### config.mk
export PLATFORM = sky130hd
export DESIGN_NAME = lcd_serial_top
export DESIGN_NICKNAME = d
export VERILOG_FILES = /design/src/lcd_pkg.sv /design/src/lcd_sequencer.sv /design/src/lcd_command_encoder.sv /design/src/lcd_bit_timer.sv /design/src/lcd_spi_shifter.sv /design/src/lcd_serial_top.sv
export SDC_FILE = /design/constraint.sdc
export NUM_CORES = 1
export LEC_CHECK = 0
export BUFFER_PORTS_ARGS = -buffer_cell sky130_fd_sc_hd__buf_2
export CAP_MARGIN = 5
export CORE_MARGIN = 5
export CORE_UTILIZATION = 60
export DETAILED_ROUTE_END_ITERATION = 7
export PLACE_DENSITY = 0.89
export SETUP_SLACK_MARGIN = 0.1
export SLEW_MARGIN = 10
export SYNTH_ARGS = -nofsm -noshare
export SYNTH_HDL_FRONTEND = slang
export SYNTH_HIERARCHICAL = 1
export SYNTH_SLANG_ARGS = --single-unit
### constraint.sdc
create_clock -name lcdclk -period 7.8 [get_ports lcdclk]
set_clock_uncertainty 0.2 [all_clocks]
set_input_delay 0.78 -clock lcdclk [delete_from_list [all_inputs] [get_ports lcdclk]]
set_output_delay 0.78 -clock lcdclk [all_outputs]
set_load 0.005 [all_outputs]
### src/lcd_pkg.sv
// ==============================
// lcd package
// escape-sequence byte codes and bus widths for the serial LCD driver
// ==============================

package lcd_pkg;

	localparam int byte_w = 8;

	typedef logic [byte_w-1:0] char_t;

	// every display command starts with esc followed by a left bracket
	localparam char_t esc_code = 8'h1B;
	localparam char_t csi_code = 8'h5B;

	localparam char_t reset_code = 8'h2A;   // '*' closes the display reset
	localparam char_t clear_code = 8'h6A;   // 'j' closes the clear
	localparam char_t sep_code = 8'h3B;     // ';' between row and column
	localparam char_t cursor_code = 8'h48;  // 'H' closes the cursor move

	// row and column numbers go out as ASCII digits
	localparam char_t digit_zero = 8'h30;

endpackage

### src/lcd_sequencer.sv
// ==============================
// lcd sequencer
// walks reset, clear, cursor and message and raises one request at a time
// ==============================
`timescale 1ns/100ps

module lcd_sequencer #(
	parameter int msg_len = 11,
	parameter logic [lcd_pkg::byte_w*msg_len-1:0] message = "hello world"
) (
	input  logic lcdclk,
	input  logic lcdreset,
	input  logic hold,
	input  logic reset_done,
	input  logic clear_done,
	input  logic cursor_done,
	input  logic data_done,
	output logic start,
	output logic reset_req,
	output logic clear_req,
	output logic cursor_req,
	output logic data_req,
	output lcd_pkg::char_t char_out
);

	localparam int idx_w = $clog2(msg_len + 1);
	localparam logic [idx_w-1:0] last_idx = idx_w'(msg_len - 1);

	localparam logic [3:0] st_idle = 4'd0;
	localparam logic [3:0] st_start_reset = 4'd1;
	localparam logic [3:0] st_reset = 4'd2;
	localparam logic [3:0] st_start_clear = 4'd3;
	localparam logic [3:0] st_clear = 4'd4;
	localparam logic [3:0] st_start_cursor = 4'd5;
	localparam logic [3:0] st_cursor = 4'd6;
	localparam logic [3:0] st_start_data = 4'd7;
	localparam logic [3:0] st_data = 4'd8;

	logic [3:0] state;
	logic [idx_w-1:0] chr_idx;

	always_ff @(posedge lcdclk) begin
		if (lcdreset) begin
			state <= st_idle;
			chr_idx <= '0;
		end else if (hold) begin
			state <= st_idle;  // the next pass begins with a display reset
		end else begin
			case (state)
				st_idle: state <= st_start_reset;
				st_start_reset: state <= st_reset;
				st_reset: if (reset_done) state <= st_start_clear;
				st_start_clear: state <= st_clear;
				st_clear: if (clear_done) state <= st_start_cursor;
				st_start_cursor: state <= st_cursor;
				st_cursor: begin
					if (cursor_done) begin
						chr_idx <= '0;
						state <= st_start_data;
					end
				end
				st_start_data: state <= st_data;
				st_data: begin
					if (data_done) begin
						if (chr_idx == last_idx) begin
							state <= st_start_reset;  // whole message written so loop
						end else begin
							chr_idx <= chr_idx + 1'b1;
							state <= st_start_data;
						end
					end
				end
				default: state <= st_idle;
			endcase
		end
	end

	// a start pulse sits between commands to rewind the encoder
	assign start = (state == st_start_reset) | (state == st_start_clear) |
		(state == st_start_cursor) | (state == st_start_data);
	assign reset_req = (state == st_reset);
	assign clear_req = (state == st_clear);
	assign cursor_req = (state == st_cursor);
	assign data_req = (state == st_data);

	assign char_out = message[(msg_len - 1 - int'(chr_idx)) * lcd_pkg::byte_w +: lcd_pkg::byte_w];

endmodule

### src/lcd_command_encoder.sv
// ==============================
// lcd command encoder
// expands each request into its escape or character bytes
// ==============================
`timescale 1ns/100ps

module lcd_command_encoder #(
	parameter int start_col = 0
) (
	input  logic lcdclk,
	input  logic lcdreset,
	input  logic start,
	input  logic reset_req,
	input  logic clear_req,
	input  logic cursor_req,
	input  logic data_req,
	input  lcd_pkg::char_t char_in,
	input  logic busy,
	output logic load,
	output lcd_pkg::char_t tx_byte,
	output logic reset_done,
	output logic clear_done,
	output logic cursor_done,
	output logic data_done
);

	logic [2:0] byte_idx;
	logic [2:0] cmd_len;
	logic in_flight;
	logic active;
	logic frame_end;
	logic last_byte;
	lcd_pkg::char_t col_digit;

	assign col_digit = lcd_pkg::char_t'(lcd_pkg::digit_zero + start_col);
	assign active = reset_req | clear_req | cursor_req | data_req;

	always_comb begin
		if (cursor_req)
			cmd_len = 3'd6;
		else if (data_req)
			cmd_len = 3'd1;
		else
			cmd_len = 3'd3;  // reset and clear are both three bytes
	end

	always_comb begin
		case (byte_idx)
			3'd0: tx_byte = data_req ? char_in : lcd_pkg::esc_code;
			3'd1: tx_byte = lcd_pkg::csi_code;
			3'd2: begin
				if (reset_req)
					tx_byte = lcd_pkg::reset_code;
				else if (clear_req)
					tx_byte = lcd_pkg::clear_code;
				else
					tx_byte = lcd_pkg::digit_zero;  // cursor row is always 0
			end
			3'd3: tx_byte = lcd_pkg::sep_code;
			3'd4: tx_byte = col_digit;
			default: tx_byte = lcd_pkg::cursor_code;
		endcase
	end

	// in_flight covers the cycle of the load itself, before busy rises
	assign frame_end = in_flight & ~busy;
	assign last_byte = (byte_idx == cmd_len);
	assign load = active & ~busy & ~in_flight & (byte_idx < cmd_len);

	assign reset_done = frame_end & last_byte & reset_req;
	assign clear_done = frame_end & last_byte & clear_req;
	assign cursor_done = frame_end & last_byte & cursor_req;
	assign data_done = frame_end & last_byte & data_req;

	always_ff @(posedge lcdclk) begin
		if (lcdreset) begin
			byte_idx <= '0;
			in_flight <= 1'b0;
		end else begin
			if (start)
				byte_idx <= '0;
			else if (load)
				byte_idx <= byte_idx + 1'b1;
			if (load)
				in_flight <= 1'b1;
			else if (frame_end)
				in_flight <= 1'b0;
		end
	end

endmodule

### src/lcd_bit_timer.sv
// ==============================
// lcd bit timer
// half-period ticks for sclk while a frame is active
// ==============================
`timescale 1ns/100ps

module lcd_bit_timer #(
	parameter int sclk_half = 4
) (
	input  logic lcdclk,
	input  logic lcdreset,
	input  logic busy,
	output logic tick
);

	localparam int cnt_w = $clog2(sclk_half + 1);
	localparam logic [cnt_w-1:0] wrap_val = cnt_w'(sclk_half - 1);

	logic [cnt_w-1:0] cnt;

	// parked at zero between frames so the first half-period is full length
	always_ff @(posedge lcdclk) begin
		if (lcdreset || !busy)
			cnt <= '0;
		else if (cnt == wrap_val)
			cnt <= '0;
		else
			cnt <= cnt + 1'b1;
	end

	assign tick = busy & (cnt == wrap_val);

endmodule

### src/lcd_spi_shifter.sv
// ==============================
// lcd spi shifter
// frames one byte msb first on ss, mosi and sclk
// ==============================
`timescale 1ns/100ps

module lcd_spi_shifter (
	input  logic lcdclk,
	input  logic lcdreset,
	input  logic load,
	input  lcd_pkg::char_t tx_byte,
	input  logic tick,
	output logic busy,
	output logic ss,
	output logic mosi,
	output logic sclk
);

	localparam logic [4:0] ss_rise_cnt = 5'd16;  // after 8 full sclk periods
	localparam logic [4:0] gap_end_cnt = 5'd18;  // two more half-periods with ss high

	logic [4:0] half_cnt;
	lcd_pkg::char_t shift_reg;
	logic fall_edge;

	assign fall_edge = tick & sclk & (half_cnt < ss_rise_cnt);

	always_ff @(posedge lcdclk) begin
		if (lcdreset) begin
			busy <= 1'b0;
			ss <= 1'b1;
			sclk <= 1'b0;
			mosi <= 1'b0;
			half_cnt <= '0;
		end else if (load) begin
			busy <= 1'b1;
			ss <= 1'b0;
			mosi <= tx_byte[7];
			half_cnt <= '0;
		end else if (tick) begin
			half_cnt <= half_cnt + 1'b1;
			if (half_cnt < ss_rise_cnt)
				sclk <= ~sclk;
			if (fall_edge)
				mosi <= shift_reg[6];  // next bit goes out on the falling edge
			if (half_cnt == ss_rise_cnt)
				ss <= 1'b1;
			if (half_cnt == gap_end_cnt)
				busy <= 1'b0;
		end
	end

	always_ff @(posedge lcdclk) begin
		if (load)
			shift_reg <= tx_byte;
		else if (fall_edge)
			shift_reg <= shift_reg << 1;
	end

endmodule

### src/lcd_serial_top.sv
// ==============================
// lcd serial top
// test driver that writes a fixed message to an SPI character LCD
// ==============================
`timescale 1ns/100ps

module lcd_serial_top #(
	parameter int msg_len = 11,
	parameter logic [lcd_pkg::byte_w*msg_len-1:0] message = "hello world",
	parameter int start_col = 2,
	parameter int sclk_half = 4
) (
	input  logic lcdclk,
	input  logic lcdreset,
	input  logic hold,
	output logic ss,
	output logic mosi,
	output logic sclk
);

	logic start;
	logic reset_req, clear_req, cursor_req, data_req;
	logic reset_done, clear_done, cursor_done, data_done;
	lcd_pkg::char_t char_out;
	lcd_pkg::char_t tx_byte;
	logic load;
	logic busy;
	logic tick;

	lcd_sequencer #(.msg_len(msg_len), .message(message)) u_sequencer (
		.lcdclk(lcdclk), .lcdreset(lcdreset), .hold(hold),
		.reset_done(reset_done), .clear_done(clear_done),
		.cursor_done(cursor_done), .data_done(data_done),
		.start(start), .reset_req(reset_req), .clear_req(clear_req),
		.cursor_req(cursor_req), .data_req(data_req), .char_out(char_out)
	);

	lcd_command_encoder #(.start_col(start_col)) u_encoder (
		.lcdclk(lcdclk), .lcdreset(lcdreset), .start(start),
		.reset_req(reset_req), .clear_req(clear_req),
		.cursor_req(cursor_req), .data_req(data_req), .char_in(char_out),
		.busy(busy), .load(load), .tx_byte(tx_byte),
		.reset_done(reset_done), .clear_done(clear_done),
		.cursor_done(cursor_done), .data_done(data_done)
	);

	lcd_bit_timer #(.sclk_half(sclk_half)) u_timer (
		.lcdclk(lcdclk), .lcdreset(lcdreset), .busy(busy), .tick(tick)
	);

	lcd_spi_shifter u_shifter (
		.lcdclk(lcdclk), .lcdreset(lcdreset), .load(load), .tx_byte(tx_byte),
		.tick(tick), .busy(busy), .ss(ss), .mosi(mosi), .sclk(sclk)
	);

endmodule

== After elaboration in Yosys (flattened, before gate mapping) ==
Index checks and enable logic that the tools add are counted.

* Add/subtract/negate cells: 5
* Bitwise logic cells: 23
* Equal/unequal tests: 22
* Reductions and logical operators: 20
* Multiplexer cells: 29
* Shift-type cells: 1
* Order comparisons: 2

{| class="wikitable"
|+ Operator list
! operator !! count
|-
| variable part select 88 x 32 -> 8 bit (first input constant) || 1
|-
| one-hot mux 8 bit (5 select lines) || 1
|-
| one-hot mux 4 bit (9 select lines) || 1
|-
| 2-to-1 mux 4 bit || 7
|-
| 2-to-1 mux 7 bit || 3
|-
| equality test 4 x 3 -> 1 bit (second input constant) || 4
|-
| 2-to-1 mux 8 bit || 2
|-
| AND 1 bit || 12
|-
| nonzero test 2 bit || 6
|-
| 2-to-1 mux 1 bit || 11
|-
| equality test 5 bit (second input constant) || 2
|-
| != test 2 bit (second input constant) || 5
|-
| equality test 3 x 2 -> 1 bit (second input constant) || 3
|-
| equality test 4 x 2 -> 1 bit (second input constant) || 2
|-
| equality test 4 bit (second input constant) || 2
|-
| one-hot mux 4 bit (2 select lines) || 1
|-
| OR reduction 2 bit || 4
|-
| adder 3 x 1 -> 3 bit (second input constant) || 2
|-
| 2-to-1 mux 3 bit || 2
|-
| OR 1 bit || 6
|-
| AND reduction 2 bit || 3
|-
| adder 5 x 1 -> 5 bit (second input constant) || 1
|-
| less-than comparator 5 bit (second input constant) || 1
|-
| NOT 1 bit || 5
|-
| other kinds (15) || 15
|}

* Flip-flop bits (word level): 31
* Input bits: 3

== Logic depth before layout (Yosys ltp) ==
* Depth in word-level cells: 9
* Gate-level depth with buffers: 12
* Gate-level depth less buffers: 11

== Hierarchy ==
Netlist, hierarchy kept.

{| class="wikitable"
|+ Modules (own cells, without submodules)
! module !! cells each !! times used !! area an instance (um^2)
|-
| lcd_sequencer || 117 || 1 || 898.4
|-
| lcd_spi_shifter || 60 || 1 || 720.7
|-
| lcd_command_encoder || 74 || 1 || 548.0
|-
| lcd_bit_timer || 10 || 1 || 126.4
|}

== Least setup slack after synthesis ==
OpenSTA, ideal clock, no wires.

* Kind: flip-flop to flip-flop
* From: reg u_sequencer.state[1]
* To: reg u_sequencer.chr_idx[1]
* Required time: 7.499 ns
* Cell stages (with the launch flop): 13
* Slack: 4.730 ns
* Data arrival time: 2.769 ns
* Clock period less this slack: 3.070 ns
* Cells stage by stage: dfxtp_1 -> or4b_4 -> clkinv_2 -> buf_6 -> nor2b_1 -> ha_1 -> nand3_1 -> nor3b_1 -> and2_1 -> and4bb_2 -> o21ba_2 -> or3_1 -> o41ai_1

* Cells in the longest elaborated chain, start to end: 8

{| class="wikitable"
|+ Ends and longest elaborated chain
! what !! line !! source
|-
| from (decl) || lcd_sequencer.sv:39 || <nowiki>logic [3:0] state;</nowiki>
|-
| from (signal assigned) || lcd_sequencer.sv:44 || <nowiki>state <= st_idle;</nowiki>
|-
| from (signal assigned) || lcd_sequencer.sv:47 || <nowiki>state <= st_idle;</nowiki>
|-
| from (signal assigned) || lcd_sequencer.sv:50 || <nowiki>st_idle: state <= st_start_reset;</nowiki>
|-
| equality test 4 bit || lcd_sequencer.sv:84 || <nowiki>assign data_req = (state == st_data);</nowiki>
|-
| via data_req || lcd_serial_top.sv:22 || <nowiki>logic reset_req, clear_req, cursor_req, data_req;</nowiki>
|-
| 2-to-1 mux 2 bit || lcd_command_encoder.sv:41 || <nowiki>else if (data_req)</nowiki>
|-
| 2-to-1 mux 3 bit || lcd_command_encoder.sv:39 || <nowiki>if (cursor_req)</nowiki>
|-
| equality test 3 bit || lcd_command_encoder.sv:67 || <nowiki>assign last_byte = (byte_idx == cmd_len);</nowiki>
|-
| AND 1 bit (2 in a row) || lcd_command_encoder.sv:72 || <nowiki>assign cursor_done = frame_end & last_byte & cursor_req;</nowiki>
|-
| via cursor_done || lcd_serial_top.sv:23 || <nowiki>logic reset_done, clear_done, cursor_done, data_done;</nowiki>
|-
| != test 2 bit (no source line) || -- ||
|-
| AND reduction 5 bit (no source line) || -- ||
|-
| to (signal assigned) || lcd_sequencer.sv:68 || <nowiki>chr_idx <= chr_idx + 1'b1;</nowiki>
|-
| to (decl) || lcd_sequencer.sv:40 || <nowiki>logic [idx_w-1:0] chr_idx;</nowiki>
|}

The timed path passes the listed nets, and every way through them passes these cells.
A chain may end at the register's enable or synchronous reset.

== Worst setup path in the final report ==
* From: reg u_sequencer.state[3]
* To: reg u_shifter.ss

{| class="wikitable"
|+ RTL lines
! what !! line !! source
|-
| equality test 4 bit (*) || lcd_sequencer.sv:84 ||
|-
| via data_req || lcd_serial_top.sv:22 ||
|-
| 2-to-1 mux 2 bit or OR 1 bit (tied branches) || lcd_command_encoder.sv:41, lcd_command_encoder.sv:36 ||
|-
| 2-to-1 mux 3 bit or AND 1 bit (tied branches) || lcd_command_encoder.sv:39, lcd_command_encoder.sv:68 ||
|-
| less-than comparator 3 bit or AND 1 bit (tied branches) || lcd_command_encoder.sv:68 || <nowiki>assign load = active & ~busy & ~in_flight & (byte_idx < cmd_len);</nowiki>
|-
| AND 1 bit (*) || lcd_command_encoder.sv:68 ||
|-
| via load || lcd_serial_top.sv:26 || <nowiki>logic load;</nowiki>
|-
| nonzero test 2 bit (no source line) || -- ||
|-
| AND reduction 2 bit (no source line) || -- ||
|-
| to (signal assigned) || lcd_spi_shifter.sv:31 || <nowiki>ss <= 1'b1;</nowiki>
|-
| to (signal assigned) || lcd_spi_shifter.sv:37 || <nowiki>ss <= 1'b0;</nowiki>
|-
| to (signal assigned) || lcd_spi_shifter.sv:47 || <nowiki>ss <= 1'b1;</nowiki>
|-
| to (decl) || lcd_spi_shifter.sv:14 || <nowiki>output logic ss,</nowiki>
|}

The timed path passes the listed nets; every way through them passes the cells marked *.

==> metrics.txt <==
outcome complete, no violations; fin util 0.642; area leader, netlist dfxtp_1; Final ANT Viol Nets 0; Clock Tree Root clkbuf_8; H-Tree Depth 2; post-route minimum period 3.56 ns; Critical Path Start Type flip-flop; Synth area leaders dfxtp_1 (21%), edfxtp_1 (9.2%), ha_1 (8.2%); Area Growth Syn to Fin 3.22%; peak fanout along the critical path 19; post-CTS setup buffer count 0; leakage 0.866 nW; Via density 6.08; num rows 22; async set or reset register ratio after synthesis 0; largest net degree at the start of global routing 21; Slew @ Worst Pin 0.826 ns; IO Pins 6; Final Max Slew Viols 0; Final #Nets 274; Filler Cell Count 295; XOR/XNOR Fraction of Synth Area 0.0295; clock-pin slew on the worst setup and hold paths 0.06 ns; wirelength, routed 4.28 mm; Die Area 0.00516 mm2; core area 0.00369 mm2; initial antenna violation count 0; PwrDens 154 mW/mm2; synthesized area 0.00229 mm2; Die Ht 71.8 um; maxcap violations 0; sequential area share after synthesis 0.301; FMAX 281 MHz; synth warn 6; Avg WL per Cell 14.0 um; Final Cycle Share 0.456; Die X 71.8 um; post-synthesis mux area share 0.0426; first-pass GRT wire length 7.38 mm; Yosys reg bits 31; worst reg2reg path depth 10; Adder-Cell Fraction of Synth Area 0.0818; ANT cells 0; syn_area_per_cell 8.79 um2; RSZ-0062 raised after global routing no; Cells after Synth 261; area fraction of the dominant cell type after synthesis 0.209; First-pass DRT Iterations 6; gr ovfl total 0; dominant synthesized flop cell dfxtp_1; setup_tns 0 ns; met2 WL 2.05 mm; Min-Delay Path Class reg -> reg; post-CTS sizing 0; met3 WL 169 um; compound-gate portion of the synthesized area 0.219; all-layer global routing usage 0.177; wl on met1 2.01 mm; combinational family with the most area after synthesis simple AND/OR/NAND/NOR gates; Setup Viol. Count Final 0; post-synth cell types 66; vias in the first global route 1626; Synthesized Nets 279; drt initial violations 118; GPL Wtd Cong 0.781; IO Port Bufs 5; layout cell share with drive strength beyond 1 0.136; top sig layer met4; DR vias 1855; DRC 0; cell with the most instances after synthesis dfxtp_1; hold depth 1; HPWL after DPL 2.95 mm; final hold vios 0; Post-synth EDFFs 7; Post-Synth Simple-Gate Area 0.248; CTS tree yes; CP arrival 3.53 ns; peak supply drop 0.117 mV; Max-slew headroom 0.449; Clock Latency Late Sink 0.29 ns; Critical Path RT 7.77 ns; CTS buffer count 5; type of the worst setup path reg -> reg; crit end category flip-flop; Initial Util 0.622; Clock Path Buffers 2; max reg flops 7; total clock sinks 31; cts hold-fix bufs 0; top cells by instance count after synthesis dfxtp_1 (24), o21ai_0 (21), nor2_1 (16), ha_1 (15)
==> worst max-delay path, cell delays in order, from the launching register on <==
cell and delay [ns]:
dfxtp_1 0.51, or4b_4 0.53, clkinv_2 0.16, nor2b_1 0.18
ha_1 0.26, nor2b_1 0.16, o21a_1 0.19, nor2_2 0.63
inv_2 0.10, and4_4 0.22, a221o_1 0.31
==> per-layer routing <==
layer | vias to the layer above | GRT usage
li1 | 945 | -
met1 | 861 | 0.229
met2 | 43 | 0.289
met3 | 6 | 0.0421
met4 | 0 | 0.0585
met5 | - | 0
==> area by class of cell <==
| cell class | instances | area [um2] | share of cell area |
|---|---|---|---|
| clock buffer | 5 | 68.8 | 0.0291 |
| clock inverter | 3 | 38.8 | 0.0164 |
| inverter | 15 | 57.6 | 0.0243 |
| multi-input combinational | 198 | 1430 | 0.603 |
| sequential | 31 | 691 | 0.292 |
| tap | 48 | 60.1 | 0.0254 |
| timing repair buffer | 5 | 25.0 | 0.0106 |
==> metrics by stage <==
| step | power, mW | worst slack (ns) | hold slack (ns) | area (um2) | cells |
|---|---|---|---|---|---|
| floorplan | 0.207 | 4.73 | 0.203 | 2290 | 261 |
| global placement | 0.212 | 4.42 | 0.221 | 2260 | 297 |
| detailed placement | 0.214 | 4.29 | 0.224 | 2260 | 297 |
| CTS | 0.368 | 4.26 | 0.233 | 2370 | 305 |
| global route | 0.382 | 4.01 | 0.267 | 2370 | 305 |
| finish | 0.366 | 4.24 | 0.240 | 2370 | 305 |
==> worst paths after layout <==
kind                                           from                        end  slack, ns
setup reg to reg  u_sequencer/state[3]$_SDFFE_PP0P_  u_shifter/ss$_SDFFE_PP1P_       4.24
hold / removal            u_timer/cnt[0]$_SDFF_PP0_  u_timer/cnt[0]$_SDFF_PP0_       0.24
hold reg to reg           u_timer/cnt[0]$_SDFF_PP0_  u_timer/cnt[0]$_SDFF_PP0_       0.24
setup / recovery  u_sequencer/state[3]$_SDFFE_PP0P_  u_shifter/ss$_SDFFE_PP1P_       4.24
==> report_power, final <==
| group | internal [mW] | leakage (nW) | switching, mW |
|---|---|---|---|
| logic | 0.0157 | 0.552 | 0.0195 |
| registers | 0.170 | 0.259 | 0.00590 |
| clock network | 0.0934 | 0.0556 | 0.0614 |
==> kinds of logic (layout without fill, tap and decap cells) <==
| group | Yosys count | in the layout |
|---|---|---|
| buf+inv | 32 | 28 |
| flops | 31 | 31 |
| mux | 9 | 9 |
| xor+xnor | 6 | 6 |
| simple gates | 94 | 94 |
| compound gates | 73 | 73 |
| fa+ha+maj | 15 | 15 |
| other cells | 1 | 1 |
==> cells in the final DEF, fill, tap and decap left out, drive strengths merged, types with 4 or more instances in the layout <==
cell type and instances:
clkbuf 5, and2 9, nor4b 5, edfxtp 7
nand3 6, a211oi 4, nor2 17, nand2 10
nor3 10, inv 14, ha 15, dfxtp 24
a21oi 14, nand2b 5, buf 5, mux2 6
nor2b 7, o21ai 21, nor3b 4, o41ai 5
Power figures use the tool's default switching activity.
